$ cat src/common/btb_pkg.sv
package btb_pkg;

    // direct-mapped geometry with one entry per low EIP index
    localparam int BTB_ENTRIES = 64;
    localparam int INDEX_BITS  = 6;    // eip[5:0]
    localparam int TAG_BITS    = 26;   // eip[31:6]

    // fetch lines are 16 bytes, so a line address is eip[31:4]
    localparam int LINE_BITS   = 28;

    // one stored branch
    // the line pair is kept so a hit can steer both cache banks
    // without recomputing anything from the target
    typedef struct packed {
        logic [TAG_BITS-1:0]  tag;
        logic [31:0]          target_eip;
        logic [LINE_BITS-1:0] fip_e;    // even bank line
        logic [LINE_BITS-1:0] fip_o;    // odd bank line
    } btb_entry_t;

endpackage

$ cat src/common/fetch_pkg.sv
package fetch_pkg;

    // first fetch after reset
    localparam logic [31:0] RESET_EIP = 32'h0000_fff0;

    // why the current fetch address was picked
    typedef enum logic [1:0] {
        FETCH_SEQ      = 2'd0,  // next 16-byte line
        FETCH_PREDICT  = 2'd1,  // taken from a btb hit
        FETCH_REDIRECT = 2'd2,  // writeback correction
        FETCH_RESET    = 2'd3   // reset vector
    } fetch_src_e;

    // taken branch reported by writeback
    typedef struct packed {
        logic [31:0]                   branch_eip;
        logic [31:0]                   target_eip;
        logic [btb_pkg::LINE_BITS-1:0] fip_e;
        logic [btb_pkg::LINE_BITS-1:0] fip_o;
    } btb_update_t;

    // what the cache side sees for the current fetch
    typedef struct packed {
        logic [31:0]                   eip;
        logic [btb_pkg::LINE_BITS-1:0] fip_e;
        logic [btb_pkg::LINE_BITS-1:0] fip_o;
        fetch_src_e                    src;
        logic                          btb_hit;  // lookup result for eip
    } fetch_bundle_t;

endpackage

$ cat src/verilog/btb_update_port.sv
`timescale 1ns/1ns

module btb_update_port (
    input  logic                    clk,
    input  logic                    arst_n,
    input  logic                    upd_req,
    input  fetch_pkg::btb_update_t  upd,
    output logic                    upd_ack,
    output logic                    wr_en,
    output fetch_pkg::btb_update_t  wr_data
);

    typedef enum logic [1:0] {
        IDLE     = 2'd0,   // waiting for req
        WRITE    = 2'd1,   // wr_en high and the entry written at the next edge
        ACK_WAIT = 2'd2    // ack high until req drops
    } state_e;

    state_e state;
    state_e state_nxt;

    always_comb begin
        state_nxt = state;
        case (state)
            IDLE:     if (upd_req) state_nxt = WRITE;
            WRITE:    state_nxt = ACK_WAIT;
            ACK_WAIT: if (!upd_req) state_nxt = IDLE;
            default:  state_nxt = IDLE;
        endcase
    end

    always_ff @(posedge clk or negedge arst_n) begin
        if (!arst_n) begin
            state <= IDLE;
        end else begin
            state <= state_nxt;
        end
    end

    // capture the request when it is accepted
    always_ff @(posedge clk) begin
        if (state == IDLE && upd_req) begin
            wr_data <= upd;
        end
    end

    assign wr_en   = (state == WRITE);
    assign upd_ack = (state == ACK_WAIT);  // rises on the write edge

    a_wr_en_pulse: assert property (
        @(posedge clk) disable iff (!arst_n) wr_en |=> !wr_en
    ) else $error("btb write lasted more than one cycle");

    // ack may only drop once writeback has released req
    a_ack_hold: assert property (
        @(posedge clk) disable iff (!arst_n) (upd_ack && upd_req) |=> upd_ack
    ) else $error("upd_ack fell while upd_req was high");

endmodule

$ cat config.mk
export PLATFORM = sky130hd
export DESIGN_NAME = btb_update_port
export DESIGN_NICKNAME = d
export VERILOG_FILES = /design/src/common/btb_pkg.sv /design/src/common/fetch_pkg.sv /design/src/verilog/btb_update_port.sv
export SDC_FILE = /design/constraint.sdc
export NUM_CORES = 1
export LEC_CHECK = 0
export ABC_AREA = 1
export BUFFER_PORTS_ARGS = -buffer_cell sky130_fd_sc_hd__buf_2
export CORE_AREA = 2 2 118 120
export DETAILED_ROUTE_END_ITERATION = 8
export DIE_AREA = 0 0 120 122
export SYNTH_ARGS = -nofsm -noshare
export SYNTH_HDL_FRONTEND = slang
export SYNTH_SLANG_ARGS = --single-unit
$ cat constraint.sdc
create_clock -name clk -period 15.2 [get_ports clk]
set_input_delay 0.76 -clock clk [delete_from_list [all_inputs] [get_ports clk]]
set_output_delay 0.76 -clock clk [all_outputs]
set_load 0.01 [all_outputs]
# After elaboration in Yosys (flattened, before gate mapping)
# Index checks and enable logic that the tools add are counted.
[totals]
reg_bits = 122
out_inout_bits = 122
word_cells = 15
[op_classes]
eq_ne = 4
muxes = 3
reduce_logical = 3
[ops]
columns = ["op", "count"]
rows = [
  ["$pmux 2 s3", 1],
  ["$mux 2", 2],
  ["$ne 2x2->1 const B", 2],
  ["$eq 2x1->1 const B", 1],
  ["$eq 2x2->1 const B", 1],
  ["$logic_not 2->1", 1],
  ["$reduce_and 2->1", 1],
  ["$logic_and 1x1->1", 1],
]

# Logic depth before layout (Yosys ltp)
# Gate-level depths: netlist of the first run.
[depth]
word_depth = 3
ltp_mapped = 3

# Worst setup path after synthesis of the first run
# Ideal clock, no wire load.
[synth_path]
path_kind = "input port to flip-flop"
from = "input upd_req"
to = "register wr_data[0] (netlist bit) (enable)"
setup_ns = 0.603
arrival_ns = 5.849
path_slack_ns = 8.748
stages = 2
path_cell_list = "nand2_2 -> nor2_1"
[synth_via]
elab_chain_len = 1
[synth_lines]
columns = ["element", "line_no", "rtl"]
rows = [
  ["from (decl)", "btb_update_port.sv:6", "input logic upd_req,"],
  ["$logic_and 1x1->1", "btb_update_port.sv:42", "if (state == IDLE && upd_req) begin"],
  ["to (signal assigned)", "btb_update_port.sv:43", "wr_data <= upd;"],
  ["to (decl)", "btb_update_port.sv:10", "output fetch_pkg::btb_update_t wr_data"],
]
# No other way between the ends.
# A chain may end at the register's enable or synchronous reset.

# Worst setup path after layout of the first run
[layout_path]
from = "register state[0]"
to = "register wr_data[70] (netlist bit) (enable)"
[layout_via]
elab_chain_len = 2
[layout_lines]
columns = ["element", "line_no", "rtl"]
rows = [
  ["from (decl)", "btb_update_port.sv:19", "state_e state;"],
  ["from (signal assigned)", "btb_update_port.sv:36", "state <= state_nxt;"],
  ["$logic_not 2->1", "btb_update_port.sv:42", ""],
  ["$logic_and 1x1->1", "btb_update_port.sv:42", ""],
]
# No other way between the ends.

==> flow_summary.toml, run 1 <==
[synthesis]
synth_nets = 255
synth-seq-area-share_pct = 98.8
synth_top_area_share_pct = 97.5
synth_cell_types = 8
yosys_warnings = 0
synth-seq-cells = 122
yosys.area_share.simple_pct = 0.880
synth_area_per_cell_um2 = 28.0
synthMuxAreaShare_pct = 0
synth_fa_ha_area_share_pct = 0
synthCells = 132
synth_top_family_by_area = "simple AND/OR/NAND/NOR gates"
synth_area_leaders = "edfxtp_1, dfrtp_1, nand2_2, nor2_1, inv_2"
synth_top_area_cell = "edfxtp_1"
synth_xor_area_share_pct = 0
syn_area_mm2 = 0.00370
synth_compound_area_share_pct = 0

[global_route]
grt_overflow_total = 0
grt_max_degree = 62
grt_pass1_vias = 2458
grt_antenna_before_repair = 0
track_usage_pct = 11.8
grt_pass1_wl_mm = 12.6

[floorplanning]
fp.dieH_um = 122
fp-row-count = 43
coreArea_mm2 = 0.0135
start_util_pct = 27.4
die_width_um = 120
ioPinCount = 245
dieArea_mm2 = 0.0146

[route]
drc = 0
via_count = 2309
drtIter0Drc = 90
viasPerCell = 3.91
wl_mm = 8.62
drtAntennaViolNets = 0
wire_per_inst_um = 14.6
drtPass1Iterations = 4

[timing]
maxSlewHeadroom_pct = 49.9
fin_hold_ws_ns = 0.135
grt_setup_unrepaired = "no"
period_needed_ns = 2.35
post-route-period-util_pct = 15.5
fin_skew_ns = 0.00849
worstMarginPinSlew_ns = 0.751
finalHoldViolCount = 0
finalSetupTns_ns = 0
setup_viol = 0
final_max_slew_viol_count = 0
fmax_mhz = 425

[clock_tree]
clkSlewWorstSetupHoldPaths_ns = 0.05
cts_made_buffers = 17
cts.sinks = 122
cts_resized = 0
hold_buffers = 0
cts.htree.levels = 4
cts_tree = "done"
post_cts_buffers = 0
cts_root_buffer = "clkbuf_16"
clk_latency_ns = 0.40
cts_buffer_depth = 2

[power_and_ir_drop]
power_switching_uw = 251
peakVddDrop_uv = 115
p_int_uw = 766
p_clk_share_pct = 38.1
power_frac_comb_pct = 15.2
seqPwrFrac_pct = 46.7
p_leak_nw = 2.44
p_sw_share_pct = 24.7
power.density_mw_per_mm2 = 177

[worst_setup_path]
cp_max_fo = 61
critPathCapture = "wr_data[70]"
startpoint = "state[0]"
crit_path_start_kind = "register"
reg2reg_setup_slack_ns = 12.85
end_kind = "register"
worstPathRequired_ns = 15.22
rr_startpoint = "state[0]"
crit_arrival_ns = 2.37
rr_endpoint = "wr_data[70]"
crit_type = "reg2reg"
r2r_cells = 5

[layout]
final_common_cell = "buf_2"
drive_gt1_share_pct = 68.0
mostFrequentLayoutCells = "buf_2, edfxtp_1, clkbuf_16"
fin_util_pct = 42.6
diodes = 0
n_fill_cell = 1213
fin_area_mm2 = 0.00575
area_delta_synth_final_pct = 55.5
final_net_count = 520

[placement]
hpwl_mm = 6.58
portBuffers = 244
gp_congestion = 0.689
placed_area_mm2 = 0.00517

[worst_hold_path]
hold_path_class = "in2async"

[flow_run]
max_cap_violations = 0

[outcome]
status = "complete, no violations"
[power groups by stage]
stage / registers, mW / logic, mW / clock network [mW]
final: 0.475 / 0.155 / 0.387
after global routing: 0.481 / 0.170 / 0.415
after CTS: 0.477 / 0.158 / 0.400
after detailed placement: 0.483 / 0.158 / 0
after global placement: 0.480 / 0.156 / 0
after floorplan: 0.530 / 0.0342 / 0
[synthesized netlist by cell type (all sizes together)]
master,instances
nor2,3
edfxtp,120
nand2,3
inv,3
nand3,1
dfrtp,2
[layer usage]
metal | global-route usage (%) | part of all wire [%] | vias to the layer above
met3 | 6.60 | 11 | 8
met4 | 6.18 | 1.3 | 0
met2 | 19.6 | 53 | 137
met5 | 0 | 0 | -
li1 | - | - | 1063
met1 | 11.9 | 35 | 1101
[cells by family after synthesis]
kind of cell	after synthesis
flip-flops	122
buffers and inverters	3
AND/OR/NAND/NOR	7
[critical path: stages (launching register included)]
cell,delay [ns]
dfrtp_1,0.41
inv_2,0.07
nand2_2,0.07
nor2_4,0.07
buf_4,0.56
buf_4,0.72
[sequential cells by signal, summed over array words and instances, names as in the netlist]
name	count
state	2
wr_data	120
[area by class of cell]
cell class | count | area (µm²) | share of cell area [%]
timing repair buffer | 246 | 1240 | 21.5
clock buffer | 17 | 425 | 7.40
sequential | 122 | 3650 | 63.5
inverter | 3 | 11.3 | 0.196
multi-input combinational | 7 | 40.0 | 0.696
tap | 180 | 225 | 3.92
clock inverter | 15 | 158 | 2.74
[how the worst min path moves through the flow]
stage	startpoint	end	depth (start not counted)
5_1_grt	arst_n	state[0]	1
2_1_floorplan	arst_n	state[0]	0
6_report	arst_n	state[0]	1
3_5_place_dp	arst_n	state[0]	1
3_3_place_gp	state[0]	state[1]	2
4_1_cts	arst_n	state[0]	1
[stage by stage]
stage / power, mW / cells / worst slack (ns)
6_report: 1.02 / 590 / 12.85
5_1_grt: 1.07 / 590 / 12.63
4_1_cts: 1.04 / 590 / 12.82
3_5_place_dp: 0.641 / 558 / 12.44
3_3_place_gp: 0.637 / 558 / 12.50
2_1_floorplan: 0.564 / 132 / 8.75
(Power assumes the default switching activity.)
==> inputs of run 2 (changes only) <==
- clock period: 15.2 -> 2.25 ns (I/O delays scaled with it)
==> run 2 against run 1 <==
The flow now stops in clock tree synthesis. Synthesized cell count unchanged. Synthesized area unchanged.
==> flow_summary.toml, run 2 <==
[placement]
numPlacedInstances = 558
hpwl_mm = 6.28
portBuffers = 244
placed_area_mm2 = 0.00519
gp_congestion = 0.657

[outcome]
error_line = "[ERROR RSZ-0060] Max buffer count reached."
status = "did not finish"
haltStage = "clock tree synthesis"

[synthesis]
synth_top_family_by_area = "simple AND/OR/NAND/NOR gates"
synth_nets = 255
synth_top_area_share_pct = 97.5
synth_fa_ha_area_share_pct = 0
synth_top_area_cell = "edfxtp_1"
yosys_warnings = 0
synth-seq-cells = 122
synth_edf_count = 120
synth-seq-area-share_pct = 98.8
synth_flop_cell = "edfxtp_1"
synth_xor_area_share_pct = 0
synthMuxAreaShare_pct = 0
synthCells = 132
synthArstFlopShare_pct = 1.64
synth_compound_area_share_pct = 0
synth_cell_types = 8
yosys.area_share.simple_pct = 0.880
synth_area_leaders = "edfxtp_1, dfrtp_1, nand2_2, nor2_1, inv_2"
synthTopCellsByCount = "edfxtp_1, nor2_1, dfrtp_1, inv_2, nand2_2"
yosysMostFrequentCell = "edfxtp_1"
synth_area_per_cell_um2 = 28.0
syn_area_mm2 = 0.00370

[floorplanning]
fp.dieH_um = 122
die_width_um = 120
fp-row-count = 43
ioPinCount = 245
start_util_pct = 27.4

[clock_tree]
cts_resized = 0
cts_made_buffers = 17
hold_buffers = 119
cts.htree.levels = 4
post_cts_buffers = 0
cts_root_buffer = "clkbuf_16"
cts.sinks = 122
cts_buffer_depth = 2
run 2: cell counts after synthesis:
Identical to the previous run, type by type.
run 2: logic make-up after synthesis:
family | after synthesis
buffers and inverters | 3
flip-flops | 122
AND/OR/NAND/NOR | 7
run 2: stage by stage:
stage | utilization, % | TNS, ns | setup slack, ns
2_1_floorplan | - | -53.42 | -0.445
3_3_place_gp | 38.4 | 0 | 0.762
3_5_place_dp | 38.4 | 0 | 0.701
==> inputs of run 3 (changes only) <==
- CORE_AREA: 2 2 118 120 -> 2 2 139 141
- DIE_AREA: 0 0 120 122 -> 0 0 141 143
- PLACE_DENSITY_LB_ADDON: unset -> 0.15
==> run 3 against run 2 <==
The flow now finishes without violations.
==> flow_summary.toml, run 3 (synthesized netlist as in run 1, its figures left out) <==
[global_route]
grt_antenna_before_repair = 0
grt_pass1_vias = 2941
grt_max_degree = 40
track_usage_pct = 9.84
grt_pass1_wl_mm = 14.8
grt_overflow_total = 0

[floorplanning]
coreArea_mm2 = 0.0186
fp-row-count = 50
dieArea_mm2 = 0.0202
ioPinCount = 245
die_width_um = 141
start_util_pct = 19.9
fp.dieH_um = 143

[layout]
final_net_count = 645
diodes = 0
final_common_cell = "buf_2"
largest-register = "wr_data"
n_fill_cell = 1733
largest_reg_flops = 120
area_delta_synth_final_pct = 93.8
reg_top3 = "wr_data x120, state x2"
drive_gt1_share_pct = 53.1
final_cells = 769
mostFrequentLayoutCells = "buf_2, dlygate4sd3_1, edfxtp_1"

[placement]
numPlacedInstances = 614
gp_congestion = 0.675
hpwl_mm = 6.89
preCtsSetupSlack_ns = 0.601
portBuffers = 244

[worst_setup_path]
crit_type = "reg2reg"
crit_path_start_kind = "register"
crit_arrival_ns = 1.69
end_kind = "register"
rr_endpoint = "wr_data[94]"
reg2reg_setup_slack_ns = 0.65
worstPathRequired_ns = 2.34
r2r_cells = 4
rr_startpoint = "state[0]"
cp_max_fo = 39

[power_and_ir_drop]
power.density_mw_per_mm2 = 1040
peakVddDrop_uv = 509
p_leak_nw = 3.00

[timing]
period_needed_ns = 1.60
post-route-period-util_pct = 71.2
finalHoldViolCount = 0
fmax_mhz = 624
fin_ws_ns = 0.648
maxSlewHeadroom_pct = 64.4
setup_viol = 0
grt_setup_unrepaired = "no"
final_max_slew_viol_count = 0
worstMarginPinSlew_ns = 0.533
fin_skew_ns = 0.00607

[clock_tree]
cts_buffer_depth = 2
clk_latency_ns = 0.40
clkSlewWorstSetupHoldPaths_ns = 0.06
cts.sinks = 122
cts_root_buffer = "clkbuf_16"
cts_made_buffers = 17
cts_tree = "done"
cts.htree.levels = 4
cts_resized = 0

[route]
viasPerCell = 3.58
wl_met3_mm = 1.05
wl_met2_mm = 4.77
wl_mm = 10.0
drc = 0
drtAntennaViolNets = 0
wire_per_inst_um = 13.1
drtIter0Drc = 57
drtPass1Iterations = 4
top_layer = "met4"
via_count = 2750
m1WireLength_mm = 3.96

[worst_hold_path]
holdPathEnd = "wr_data[28]"
min_path_cells = 2
hold_path_class = "in2reg"
min_from = "upd[28]"

[flow_run]
max_cap_violations = 0

[outcome]
status = "complete, no violations"
## run 3: power by group
| part | leakage [nW] | internal (mW) | switching, mW |
|---|---|---|---|
| logic | 1.54 | 0.565 | 0.743 |
| registers | 1.15 | 3.08 | 0.116 |
| clock network | 0.308 | 1.97 | 1.01 |
## run 3: critical path, cell delays in order, from the launching register on
cell and delay [ns]:
dfrtp_1 0.40, inv_2 0.07, nand2_2 0.06, nor2_4 0.42
buf_12 0.29
## run 3: how the worst max path moves through the flow
stage / start / endpoint / slack (ns)
after global placement: state[0] / wr_data[109] / 0.63
after CTS: state[0] / wr_data[43] / 0.59
after detailed placement: state[0] / wr_data[94] / 0.60
after global routing: state[0] / wr_data[94] / 0.53
final: state[0] / wr_data[94] / 0.65
after floorplan: state[0] / wr_data[0] / -0.45
## run 3: layout make-up
type                    instances  area [µm²]  share of cell area (%)
repair buffers                371        2520                    35.2
well taps                     234         293                    4.09
multi-input cells               7        40.0                   0.559
inverters                       3        11.3                   0.157
clock inverters                15         221                    3.09
clock buffers                  17         425                    5.94
flip-flops and latches        122        3650                    51.0
## run 3: per-layer routing
layer,vias to the layer above,GRT usage (%)
li1,1313,-
met1,1261,10.5
met2,162,15.6
met3,14,5.77
met4,0,4.95
met5,-,0
## run 3: timing repair
action,4_1_cts,5_1_grt
hold buffers,123,0
setup buffers,0,0
endpoints found under the hold margin,124,0
## run 3: stage by stage
stage	cell area, µm²	power, mW	TNS [ns]	hold slack [ns]	utilization [%]
6_report	7160	7.48	0	0.411	38.6
5_1_grt	7160	7.84	0	0.390	38.6
4_1_cts	7160	7.63	0	0.386	38.6
3_5_place_dp	5290	4.41	0	-0.0930	28.5
3_3_place_gp	5290	4.40	0	-0.0999	28.5
2_1_floorplan	3700	3.74	-53.42	-0.183	-
