===== config.mk =====
export PLATFORM = sky130hd
export DESIGN_NAME = fetch_pointer
export DESIGN_NICKNAME = d
export VERILOG_FILES = /design/src/common/btb_pkg.sv /design/src/common/fetch_pkg.sv /design/src/verilog/fetch_pointer.sv
export SDC_FILE = /design/constraint.sdc
export NUM_CORES = 1
export LEC_CHECK = 0
export ABC_AREA = 1
export BUFFER_PORTS_ARGS = -buffer_cell sky130_fd_sc_hd__buf_2
export CAP_MARGIN = 15
export CORE_UTILIZATION = 40
export CTS_BUF_LIST = sky130_fd_sc_hd__clkbuf_2
export DETAILED_ROUTE_END_ITERATION = 8
export PLACE_DENSITY = 0.65
export SYNTH_ARGS = -nofsm -noshare
export SYNTH_HDL_FRONTEND = slang
export SYNTH_SLANG_ARGS = --single-unit

===== constraint.sdc =====
create_clock -name clk -period 3.1 [get_ports clk]
set_clock_uncertainty 0.05 [all_clocks]
set_input_delay 0.62 -clock clk [delete_from_list [all_inputs] [get_ports clk]]
set_output_delay 0.62 -clock clk [all_outputs]
set_load 0.01 [all_outputs]

===== src/common/btb_pkg.sv =====
package btb_pkg;

    // direct-mapped geometry with one entry per low EIP index
    localparam int BTB_ENTRIES = 64;
    localparam int INDEX_BITS  = 6;    // eip[5:0]
    localparam int TAG_BITS    = 26;   // eip[31:6]

    // fetch lines are 16 bytes, so a line address is eip[31:4]
    localparam int LINE_BITS   = 28;

    // one stored branch
    // the line pair is kept so a hit can steer both cache banks
    // without recomputing anything from the target
    typedef struct packed {
        logic [TAG_BITS-1:0]  tag;
        logic [31:0]          target_eip;
        logic [LINE_BITS-1:0] fip_e;    // even bank line
        logic [LINE_BITS-1:0] fip_o;    // odd bank line
    } btb_entry_t;

endpackage


===== src/common/fetch_pkg.sv =====
package fetch_pkg;

    // first fetch after reset
    localparam logic [31:0] RESET_EIP = 32'h0000_fff0;

    // why the current fetch address was picked
    typedef enum logic [1:0] {
        FETCH_SEQ      = 2'd0,  // next 16-byte line
        FETCH_PREDICT  = 2'd1,  // taken from a btb hit
        FETCH_REDIRECT = 2'd2,  // writeback correction
        FETCH_RESET    = 2'd3   // reset vector
    } fetch_src_e;

    // taken branch reported by writeback
    typedef struct packed {
        logic [31:0]                   branch_eip;
        logic [31:0]                   target_eip;
        logic [btb_pkg::LINE_BITS-1:0] fip_e;
        logic [btb_pkg::LINE_BITS-1:0] fip_o;
    } btb_update_t;

    // what the cache side sees for the current fetch
    typedef struct packed {
        logic [31:0]                   eip;
        logic [btb_pkg::LINE_BITS-1:0] fip_e;
        logic [btb_pkg::LINE_BITS-1:0] fip_o;
        fetch_src_e                    src;
        logic                          btb_hit;  // lookup result for eip
    } fetch_bundle_t;

endpackage


===== src/verilog/fetch_pointer.sv =====
`timescale 1ns/1ns

module fetch_pointer (
    input  logic                           clk,
    input  logic                           arst_n,
    input  logic                           fetch_ready,
    input  logic                           redirect_valid,
    input  logic [31:0]                    redirect_eip,
    input  logic                           btb_hit,
    input  logic [31:0]                    btb_target,
    input  logic [btb_pkg::LINE_BITS-1:0]  btb_fip_e,
    input  logic [btb_pkg::LINE_BITS-1:0]  btb_fip_o,
    output logic [31:0]                    lookup_eip,
    output fetch_pkg::fetch_bundle_t       fetch
);

    typedef struct packed {
        logic [btb_pkg::LINE_BITS-1:0] fip_e;
        logic [btb_pkg::LINE_BITS-1:0] fip_o;
    } line_pair_t;

    // the pair covers the line holding eip and the one after it,
    // sorted into the even and odd bank
    function automatic line_pair_t line_pair(input logic [31:0] eip);
        logic [btb_pkg::LINE_BITS-1:0] line;
        logic [btb_pkg::LINE_BITS-1:0] line_next;
        line_pair_t                    pair;
        line      = eip[31 -: btb_pkg::LINE_BITS];
        line_next = line + 1'b1;
        if (line[0]) begin
            pair.fip_e = line_next;
            pair.fip_o = line;
        end else begin
            pair.fip_e = line;
            pair.fip_o = line_next;
        end
        return pair;
    endfunction

    logic [31:0]           cur_eip;
    line_pair_t            cur_lines;
    fetch_pkg::fetch_src_e cur_src;

    logic [31:0]           seq_eip;
    logic [31:0]           nxt_eip;
    line_pair_t            nxt_lines;
    fetch_pkg::fetch_src_e nxt_src;
    logic                  load;

    assign seq_eip = {cur_eip[31 -: btb_pkg::LINE_BITS] + 1'b1, 4'h0};  // next 16B line

    // redirect first, then prediction, then fall through
    always_comb begin
        if (redirect_valid) begin
            nxt_eip   = redirect_eip;
            nxt_lines = line_pair(redirect_eip);
            nxt_src   = fetch_pkg::FETCH_REDIRECT;
        end else if (btb_hit) begin
            nxt_eip         = btb_target;
            nxt_lines.fip_e = btb_fip_e;
            nxt_lines.fip_o = btb_fip_o;
            nxt_src         = fetch_pkg::FETCH_PREDICT;
        end else begin
            nxt_eip   = seq_eip;
            nxt_lines = line_pair(seq_eip);
            nxt_src   = fetch_pkg::FETCH_SEQ;
        end
    end

    assign load = fetch_ready || redirect_valid;  // a redirect is never stalled

    always_ff @(posedge clk or negedge arst_n) begin
        if (!arst_n) begin
            cur_eip   <= fetch_pkg::RESET_EIP;
            cur_lines <= line_pair(fetch_pkg::RESET_EIP);
            cur_src   <= fetch_pkg::FETCH_RESET;
        end else if (load) begin
            cur_eip   <= nxt_eip;
            cur_lines <= nxt_lines;
            cur_src   <= nxt_src;
        end
    end

    assign lookup_eip = cur_eip;

    always_comb begin
        fetch.eip     = cur_eip;
        fetch.fip_e   = cur_lines.fip_e;
        fetch.fip_o   = cur_lines.fip_o;
        fetch.src     = cur_src;
        fetch.btb_hit = btb_hit;  // hit seen for the eip being fetched now
    end

    a_seq_line_parity: assert property (
        @(posedge clk) disable iff (!arst_n)
        (fetch.src == fetch_pkg::FETCH_SEQ) |-> (!fetch.fip_e[0] && fetch.fip_o[0])
    ) else $error("sequential fetch has a wrong line pair");

endmodule


# Word level (Yosys, flattened, before mapping)
# Cells that the tools add are included.
# classes
addsub,3
n_mul,0
div,0
n_lt_le_gt_ge,0
eq_ne,0
shifts,0
mux,8
bitwise,0
n_reduce_logical,1
# ops
op,count
$mux 56,4
$add 28x1->28 const B,3
$mux 32,2
$mux 2,1
$logic_or 1x1->1,1
$mux 1,1
# word_totals
regBits,90
latchBits,0
ramBits,0
romBits,0
n_memories,0

# Depth between registers and ports, before layout
# Gate-level depths: netlist (run 1).
# logic_depth
depth_word,5
depth_mapped,19
depth_no_buf,18

# Worst setup path after synthesis (run 1)
# OpenSTA, ideal clock, no wires.
# synth_timing
path_kind,register to register
start,register cur_eip[4] (netlist: lookup_eip[4])
end,"register cur_lines, in the netlist fetch[58]"
arrival_time_ns,2.291
setup_slack_ns,0.681
path_stages_with_launch,18
period_less_slack_ns,2.419
cell_sequence,dfstp_2 -> buf_4 -> inv_4 -> buf_2 -> ha_1 -> inv_1 -> nand2_1 -> nor2_4 -> nand2_2 -> nor2_4 -> nand2_2 -> nor2_8 -> nand2_2 -> inv_2 -> nand2_1 -> nand2_1 -> nand3_1 -> a21oi_1
# synth_between
elab_chain_len,5
# synth_lines
element,line_no,source
start: declaration,fetch_pointer.sv:40,logic [31:0] cur_eip;
start signal: assignment,fetch_pointer.sv:74,cur_eip <= fetch_pkg::RESET_EIP;
start signal: assignment,fetch_pointer.sv:78,cur_eip <= nxt_eip;
$add 28x1->28 *,fetch_pointer.sv:50,"assign seq_eip = {cur_eip[31 -: btb_pkg::LINE_BITS] + 1'b1, 4'h0};"
$add 28x1->28,fetch_pointer.sv:29,line_next = line + 1'b1;
$mux 56 *,fetch_pointer.sv:30,if (line[0]) begin
$mux 56 *,fetch_pointer.sv:58,end else if (btb_hit) begin
$mux 56 *,fetch_pointer.sv:54,if (redirect_valid) begin
end signal: assignment,fetch_pointer.sv:75,cur_lines <= line_pair(fetch_pkg::RESET_EIP);
end signal: assignment,fetch_pointer.sv:79,cur_lines <= nxt_lines;
end: declaration,fetch_pointer.sv:41,line_pair_t cur_lines;
# Every way passes the cells marked *; elsewhere a longest branch is shown, timed or not.
# A chain may end at the register's enable or synchronous reset.

# Final worst setup path (run 1)
# layout_timing
start,register cur_eip[5] (netlist: lookup_eip[5])
end,"register cur_lines, in the netlist fetch[50]"
# The elaborated chain is that of the path after synthesis.

==> impl_metrics.json, run 1 <==
{
  "hpwl_mm": 25.5,
  "layout_common_cells": "sky130_fd_sc_hd__nand2_1, sky130_fd_sc_hd__buf_2, sky130_fd_sc_hd__nor2_1, sky130_fd_sc_hd__inv_1, sky130_fd_sc_hd__nand3_1",
  "clock_tree_from_tritoncts": "built",
  "worstHoldPathType": "in2reg",
  "met1_usage_pct": 50.0,
  "grt.met3_usage_pct": 6.11,
  "dpl_cell_area_um2": 9080,
  "timing.setup.tns_ps": 0,
  "initial_utilization_pct": 41.1,
  "worst_skew_pair.late_latency_ps": 620,
  "timing.final.setup_violations": 0,
  "required_ps": 3610,
  "area_of_the_multi_input_gates_um2": 4570,
  "die_area_um2": 19900,
  "static-leakage-power_nw": 4.60,
  "areaGrowthSynthToFinish_pct": 19.7,
  "globalRouteTotalUtil_pct": 33.1,
  "clk_pin_slew_ps": 270,
  "unrepaired_setup_endpoints_after_global_routing": "no",
  "grt_pass1_vias": 8334,
  "synth-edff-count": 0,
  "critical_path.max_fanout": 7,
  "cts.repair.resized": 0,
  "synth_top_area_share_pct": 20.4,
  "area_of_the_mapped_netlist_um2": 7740,
  "cts.root.buffer_cell": "sky130_fd_sc_hd__clkbuf_2",
  "finalPower_mw": 3.55,
  "holdWs_ps": 127,
  "max_cap_violations": 0,
  "floorplan.rows": 50,
  "pwr_density_cell_nw_per_um2": 383,
  "run_status": "finished clean",
  "numPortBuffers": 247,
  "cp_data_arrival_time_ps": 3310,
  "dr_total_vias": 9123,
  "via_per_inst": 5.46,
  "synth_unique_cells": 50,
  "drive_gt1_share_pct": 28.0,
  "ys_ff_latch": 90,
  "htree_num_levels": 3,
  "synthesis.area_per_instance_um2": 6.47,
  "maximum_ir_drop_on_the_vdd_rail_uv": 198,
  "seq_area_frac_synth_pct": 29.5,
  "setup.reg_to_reg.worst_slack_ps": 300,
  "gp_congestion": 1.01,
  "synth-async-reset-ratio_pct": 100,
  "yosys-top-cells-area": "sky130_fd_sc_hd__dfrtp_1, sky130_fd_sc_hd__nand2_1, sky130_fd_sc_hd__dfstp_2",
  "grt.overflow.total": 0,
  "report.final.slew_viol_count": 0,
  "cts_buffer_depth": 2,
  "cp-end-kind": "register",
  "design_area_um2": 9260,
  "post_synth_inst_count": 1195,
  "routed_wirelength_mm": 32.7,
  "max-slew-margin-rel_pct": 43.6,
  "route.detailed.drc": 0,
  "chipWidth_um": 141,
  "synth-warning-count": 0,
  "upper_clock_frequency_limit_ghz": 0.357,
  "num-fill-cells": 2025,
  "cp-start-kind": "register",
  "first_iter_violations": 877,
  "clkSinkCount": 90,
  "final_hold_viol_count": 0,
  "grt_first_pass_wirelength_mm": 49.1,
  "routedWlPerCell_um": 19.6,
  "grt_antenna_before_repair": 1,
  "timing.final.crit_period_ps": 2800,
  "seqCellArea_um2": 2290,
  "tritoncts_buffers": 9,
  "netlist.top_cell.by_area": "sky130_fd_sc_hd__dfrtp_1",
  "path_class": "reg2reg",
  "grt_max_degree": 50,
  "dominantRegCellSynth": "sky130_fd_sc_hd__dfrtp_1",
  "grtUsageMet2_pct": 48.1,
  "design.final.nets": 1534,
  "layout_worst_path_cycle_share_pct": 90.4,
  "gr-max-usage-layer": "met1",
  "drtAntennaViolNets": 0,
  "detail_route.first_pass.iterations": 6,
  "die_y_um": 141,
  "synth_nets": 1324,
  "ios": 248,
  "floorplan.core_area_um2": 18800,
  "max_slew.worst_pin.slew_ps": 845,
  "final_common_cell": "sky130_fd_sc_hd__nand2_1"
}
==> state kept, by name, indices dropped and copies added (netlist names) <==
signal	cells
fetch	56
cur_src	2
lookup_eip	32
==> per-layer routing <==
metal  vias up  routed length [um]
met5         -                   0
met3        36                3330
li1       4329                   -
met4         0                 575
met2       523               13900
met1      4235               14900
==> cells in the mapped netlist, types with 12 or more instances <==
master                      instances
sky130_fd_sc_hd__buf_4             34
sky130_fd_sc_hd__nor2_1           135
sky130_fd_sc_hd__inv_1            106
sky130_fd_sc_hd__o2111ai_1         12
sky130_fd_sc_hd__o211ai_1          36
sky130_fd_sc_hd__dfrtp_1           63
sky130_fd_sc_hd__nand2_1          367
sky130_fd_sc_hd__a21oi_1           61
sky130_fd_sc_hd__o21ai_0           47
sky130_fd_sc_hd__nand2_2           20
sky130_fd_sc_hd__a31oi_1           17
sky130_fd_sc_hd__nand3_1           67
sky130_fd_sc_hd__nand4_1           15
sky130_fd_sc_hd__dfstp_2           27
sky130_fd_sc_hd__xor2_1            19
sky130_fd_sc_hd__nor2_2            15
sky130_fd_sc_hd__clkbuf_1          42
==> through the flow <==
| step | util (%) | setup slack [ps] | instances |
|---|---|---|---|
| 6_report | 49.2 | 297 | 1670 |
| 5_1_grt | 49.2 | 60.3 | 1670 |
| 4_1_cts | 49.0 | 189 | 1664 |
| 3_5_place_dp | 48.2 | 223 | 1648 |
| 3_3_place_gp | 48.2 | 210 | 1648 |
| 2_1_floorplan | - | 681 | 1195 |
==> area by class of cell <==
class	count	share of cell area [%]
Sequential cell	90	24.7
Clock inverter	6	0.892
Clock buffer	9	0.487
Multi-Input combinational cell	907	49.4
Antenna cell	1	0.0270
Inverter	117	4.77
Tap cell	260	3.51
Timing Repair Buffer	280	16.2
==> final timing paths <==
check | cells past startpoint | from | to
max | 16 | lookup_eip[5] | fetch[50]
min | 3 | btb_target[3] | lookup_eip[3]
max reg2reg | 16 | lookup_eip[5] | fetch[50]
min reg2reg | 2 | cur_src[1] | cur_src[1]
max in group asynchronous | 3 | arst_n | fetch[43]
min in group asynchronous | 2 | arst_n | lookup_eip[21]
==> cells by family (layout without fill, tap and decap cells) <==
family	Yosys count	count (layout)	synth area share, %
simple gates	658	658	37.2
compound gates	219	219	18.0
buf+inv	198	412	11.5
flops	90	90	29.5
xor+xnor	26	26	3.04
fa+ha+maj	4	4	0.647
other cells	0	1	0
==> worst max-delay path: stages, from the launching register on <==
cell                      delay, ps
sky130_fd_sc_hd__dfstp_2        690
sky130_fd_sc_hd__ha_1           230
sky130_fd_sc_hd__nand2_2        110
sky130_fd_sc_hd__nor2_4         220
sky130_fd_sc_hd__buf_4          170
sky130_fd_sc_hd__nand3_1         70
sky130_fd_sc_hd__nand2_1         80
sky130_fd_sc_hd__nand2_2         90
sky130_fd_sc_hd__nor2_2         150
sky130_fd_sc_hd__nand3_2        130
sky130_fd_sc_hd__nor2_8         180
sky130_fd_sc_hd__nand2_2         90
sky130_fd_sc_hd__inv_2           90
sky130_fd_sc_hd__nand2_1         60
sky130_fd_sc_hd__nand3_1         70
sky130_fd_sc_hd__nand2_1        110
sky130_fd_sc_hd__a21oi_1        180
==> timing repair <==
action                                  4_1_cts  5_1_grt
hold buffers                                  1        0
endpoints found under the setup margin        0        6
setup buffers                                 0        5
endpoints found under the hold margin        30        0
==> power by group <==
part           internal (mW)  switching, mW  total [mW]
registers               1.35          0.164        1.51
clock network          0.256          0.471       0.727
logic                  0.459          0.848        1.31
Power figures use the tool's default switching activity.
==> run 2, diff against run 1 <==
Settings changed: GPL_TIMING_DRIVEN from default to 1, PLACE_DENSITY 0.65 to 0.76.
==> impl_metrics.json, run 2 (synthesis results as in run 1) <==
{
  "run_status": "finished clean",
  "grt.overflow.total": 0,
  "cp_data_arrival_time_ps": 3420,
  "timing.final.setup_violations": 0,
  "die_y_um": 141,
  "worst-path-buf-inv": 0,
  "layout_worst_path_cycle_share_pct": 92.3,
  "drtAntennaViolNets": 0,
  "report.final.slew_viol_count": 0,
  "timing.final.crit_period_ps": 2860,
  "finalPower_mw": 3.47,
  "cts_buffer_depth": 2,
  "grt_pass1_vias": 8210,
  "gp_congestion": 0.959,
  "worst_skew_pair.late_latency_ps": 650,
  "top_metal_layer_carrying_routed_signals": "met4",
  "floorplan.core_area_um2": 18800,
  "critical_path.max_fanout": 7,
  "slowest_delay_ps": 680,
  "route.detailed.drc": 0,
  "cts.root.buffer_cell": "sky130_fd_sc_hd__clkbuf_2",
  "dr_wl_met2_mm": 13.6,
  "cp-end-kind": "register",
  "chipWidth_um": 141,
  "finalNonFillerCells": 1670,
  "numPortBuffers": 247,
  "hpwl_mm": 24.2,
  "drive_gt1_share_pct": 28.0,
  "cp-start-kind": "register",
  "worst_path_max_delay_cell": "sky130_fd_sc_hd__dfstp_2",
  "wl_met3_mm": 3.19,
  "max_cap_violations": 0,
  "area_of_the_multi_input_gates_um2": 4580,
  "dpl_cell_area_um2": 9070,
  "clkSinkCount": 90,
  "crit_path_cell_trace": "ha_1 > nand2_2 > nor2_4 > nand2_2 > o21bai_1 > nand2_2 > a21oi_1 > nand2_1 > nor2_1 > nand2_1 > nand2_1 > nand2_1 > nand2_1 > nand2_1 > a21oi_1",
  "final_hold_viol_count": 0,
  "required_ps": 3650,
  "routed_wirelength_mm": 31.1,
  "detailed_routing_wirelength_on_met1_mm": 13.7,
  "largest_register_ffs": 56,
  "ios": 248,
  "setup.reg_to_reg.worst_slack_ps": 240,
  "design_area_um2": 9240,
  "static-leakage-power_nw": 4.59,
  "floorplan.rows": 50,
  "detail_route.first_pass.iterations": 5,
  "htree_num_levels": 3,
  "grt_max_degree": 64,
  "first_iter_violations": 984,
  "max_slew.worst_pin.slew_ps": 653,
  "grt_antenna_before_repair": 2,
  "layout_setup_ws_ps": 238,
  "areaGrowthSynthToFinish_pct": 19.5,
  "seqCellArea_um2": 2290,
  "maximum_ir_drop_on_the_vdd_rail_uv": 154,
  "num-fill-cells": 1995,
  "cts.repair.resized": 0,
  "max-slew-margin-rel_pct": 56.5,
  "initial_utilization_pct": 41.1,
  "clk_pin_slew_ps": 290,
  "via_per_inst": 5.50,
  "dpl_worst_slack_ps": 235,
  "design.final.nets": 1532,
  "tritoncts_buffers": 9,
  "placed_cells": 1645,
  "timing.critical_path.mode_cell": "sky130_fd_sc_hd__nand2_1",
  "clock_tree_from_tritoncts": "built",
  "layout_common_cells": "sky130_fd_sc_hd__nand2_1, sky130_fd_sc_hd__buf_2, sky130_fd_sc_hd__nor2_1, sky130_fd_sc_hd__inv_1, sky130_fd_sc_hd__nand3_1",
  "timing.setup.tns_ps": 0,
  "worstHoldPathType": "in2reg",
  "layout.core_utilization_pct": 49.1,
  "die_area_um2": 19900,
  "grt_first_pass_wirelength_mm": 47.3,
  "final_common_cell": "sky130_fd_sc_hd__nand2_1",
  "holdWs_ps": 90.1,
  "dr_total_vias": 9190,
  "routedWlPerCell_um": 18.6,
  "globalRouteTotalUtil_pct": 31.4,
  "upper_clock_frequency_limit_ghz": 0.349,
  "pwr_density_cell_nw_per_um2": 376,
  "cp_top_family": "simple AND/OR/NAND/NOR gates",
  "path_class": "reg2reg"
}
[run 2: layout make-up]
class / count / area share, %
clock inverter: 7 / 0.745
tap: 260 / 3.52
clock buffer: 9 / 0.487
antenna: 2 / 0.0541
multi-input combinational: 908 / 49.5
timing repair buffer: 277 / 16.1
sequential: 90 / 24.7
inverter: 117 / 4.78
[run 2: worst min-delay path: cells and delay by family]
| family | cells | cell delay [ps] |
|---|---|---|
| buf+inv | 1 | 70 |
| simple gates | 2 | 90 |
[run 2: worst paths after layout]
| path | from | end | cells past startpoint |
|---|---|---|---|
| min in group asynchronous | arst_n | fetch[46] | 2 |
| setup reg to reg | lookup_eip[5] | fetch[55] | 15 |
| max in group asynchronous | arst_n | lookup_eip[8] | 3 |
| setup / recovery | lookup_eip[5] | fetch[55] | 15 |
| hold / removal | btb_target[1] | lookup_eip[1] | 3 |
| hold reg to reg | cur_src[1] | cur_src[1] | 2 |
[run 2: report_power, final]
part	internal [mW]	switching, mW	total (mW)
combinational	0.460	0.843	1.30
clock	0.185	0.480	0.666
sequential	1.35	0.155	1.50
[run 2: what timing repair did]
item	CTS	global route
hold buffers	1	0
endpoints found under the hold margin	24	0
setup buffers	0	5
endpoints found under the setup margin	0	5
[run 2: routing by layer]
metal  global-route usage [%]  vias up
li1                         -     4309
met1                     45.4     4282
met2                     47.3      552
met3                     6.22       47
met4                     8.87        0
met5                        0        -
==> run 3, diff against run 2 <==
Settings changed: CTS_BUF_LIST sky130_fd_sc_hd__clkbuf_2 to sky130_fd_sc_hd__clkbuf_2 sky130_fd_sc_hd__clkbuf_4 sky130_fd_sc_hd__clkbuf_8.
Clock period 3.1 ns to 2.9 ns, I/O delays scaled along.
==> impl_metrics.json, run 3 (synthesis results as in run 1) <==
{
  "cp_data_arrival_time_ps": 2960,
  "floorplan.core_area_um2": 18800,
  "cell_internal_pwr_mw": 2.33,
  "worst-path-buf-inv": 3,
  "cp-end-kind": "register",
  "max-slew-margin-rel_pct": 62.9,
  "route.detailed.drc": 0,
  "tritoncts_buffers": 9,
  "p_sw_mw": 1.59,
  "holdWs_ps": 101,
  "ios": 248,
  "max_cap_violations": 0,
  "clock_tree_from_tritoncts": "built",
  "grt.overflow.total": 0,
  "setup.reg_to_reg.worst_slack_ps": 170,
  "grt_first_pass_wirelength_mm": 46.9,
  "layout_common_cells": "sky130_fd_sc_hd__nand2_1, sky130_fd_sc_hd__buf_2, sky130_fd_sc_hd__nor2_1, sky130_fd_sc_hd__inv_1, sky130_fd_sc_hd__nand3_1",
  "report.final.slew_viol_count": 0,
  "htree_num_levels": 3,
  "final_common_cell": "sky130_fd_sc_hd__nand2_1",
  "drive_gt1_share_pct": 29.3,
  "grt_pass1_vias": 8237,
  "layout_worst_path_cycle_share_pct": 94.3,
  "run_status": "finished clean",
  "critical_path.max_fanout": 7,
  "die_y_um": 141,
  "largest_register_ffs": 56,
  "first_iter_violations": 1009,
  "required_ps": 3130,
  "routedWlPerCell_um": 18.8,
  "worst_path_max_delay_cell": "sky130_fd_sc_hd__dfstp_2",
  "num-fill-cells": 1987,
  "die_area_um2": 19900,
  "routed_wirelength_mm": 31.5,
  "worst_r2r_path_depth": 15,
  "power_switching_share_pct": 40.6,
  "globalRouteTotalUtil_pct": 31.6,
  "placed_cells": 1654,
  "final_hold_viol_count": 0,
  "initial_utilization_pct": 41.1,
  "dr_total_vias": 9091,
  "finalNonFillerCells": 1677,
  "chipWidth_um": 141,
  "worst_skew_pair.late_latency_ps": 390,
  "grt_max_degree": 52,
  "path_class": "reg2reg",
  "hpwl_mm": 25.0,
  "part_of_the_power_in_the_clock_network_pct": 22.8,
  "drtAntennaViolNets": 0,
  "clkSinkCount": 90,
  "floorplan.rows": 50,
  "gp_congestion": 0.910,
  "worstHoldPathType": "in2async",
  "detail_route.first_pass.iterations": 5,
  "cp_top_family": "simple AND/OR/NAND/NOR gates",
  "combinationalPowerShare_pct": 36.3,
  "timing.critical_path.from": "lookup_eip[5]",
  "timing.final.crit_period_ps": 2730,
  "rr_startpoint": "lookup_eip[5]",
  "regToRegEndpoint": "fetch[46]",
  "cts_buffer_depth": 2,
  "critical_path.endpoint": "fetch[46]",
  "grt_antenna_before_repair": 2,
  "timing.final.setup_violations": 0,
  "clk_pin_slew_ps": 100,
  "slowest_delay_ps": 590,
  "timing.critical_path.depth": 15,
  "sequential_share_of_power_pct": 40.9,
  "pwr_density_cell_nw_per_um2": 416,
  "design.final.nets": 1540,
  "upper_clock_frequency_limit_ghz": 0.366,
  "cp-start-kind": "register",
  "areaGrowthSynthToFinish_pct": 21.9,
  "maximum_ir_drop_on_the_vdd_rail_uv": 236,
  "timing.critical_path.mode_cell": "sky130_fd_sc_hd__nand2_1",
  "max_slew.worst_pin.slew_ps": 556,
  "numPortBuffers": 247,
  "cts.root.buffer_cell": "sky130_fd_sc_hd__clkbuf_8",
  "crit_path_cell_trace": "buf_4 > nand2_1 > nor2_4 > nand3_2 > inv_2 > nand2_1 > nand2_2 > nand2_1 > nor2_2 > nand2_2 > nor2_8 > xor2_1 > o21ai_0 > buf_4 > a21oi_1",
  "static-leakage-power_nw": 4.67,
  "via_per_inst": 5.42
}
run 3: final cells by class:
cell class / instances / area [um^2] / area share, %
antenna: 1 / 2.50 / 0.0265
clock buffer: 13 / 166 / 1.76
clock inverter: 3 / 23.8 / 0.252
inverter: 117 / 442 / 4.68
multi-input combinational: 907 / 4620 / 49.0
sequential: 90 / 2290 / 24.2
tap: 260 / 325 / 3.45
timing repair buffer: 286 / 1570 / 16.6
run 3: worst min path at each step:
stage	start	to	slack (ps)	cells after the start
after floorplan	arst_n	fetch[15]	230	0
after CTS	arst_n	fetch[35]	120	1
after global routing	arst_n	fetch[35]	130	1
final	arst_n	fetch[33]	100	1
after global placement	cur_src[1]	cur_src[1]	400	2
after detailed placement	cur_src[0]	cur_src[0]	410	2
run 3: repair_timing:
| item | 4_1_cts | 5_1_grt |
|---|---|---|
| endpoints found under the setup margin | 0 | 17 |
| hold buffers | 0 | 0 |
| setup buffers | 0 | 6 |
| resized for setup | 0 | 14 |
run 3: power by group through the flow:
stage / Sequential (mW) / Combinational (mW) / Clock (mW)
6_report: 1.60 / 1.42 / 0.894
2_1_floorplan: 1.66 / 0.765 / 0
3_5_place_dp: 1.62 / 1.38 / 0
3_3_place_gp: 1.62 / 1.37 / 0
5_1_grt: 1.62 / 1.55 / 0.950
4_1_cts: 1.60 / 1.38 / 0.900
run 3: through the flow:
stage / setup TNS [ps] / setup WS [ps] / area [um^2] / power, mW / utilization [%]
floorplan: 0 / 481 / 7740 / 2.42 / -
global placement: 0 / 146 / 9150 / 2.99 / 48.6
detailed placement: 0 / 116 / 9150 / 3.00 / 48.6
CTS: 0 / 103 / 9340 / 3.89 / 49.6
global route: -18.9 / -18.5 / 9430 / 4.12 / 50.1
finish: 0 / 167 / 9430 / 3.92 / 50.1
run 3: metal layers:
layer | vias up | part of all wire [%] | GRT usage, % | wire length, um
met4 | 2 | 2.3 | 10.3 | 738
met5 | - | 0.041 | 0 | 13
met1 | 4216 | 44 | 44.4 | 13800
met3 | 51 | 9.5 | 5.67 | 2990
li1 | 4328 | - | - | -
met2 | 494 | 44 | 48.6 | 14000
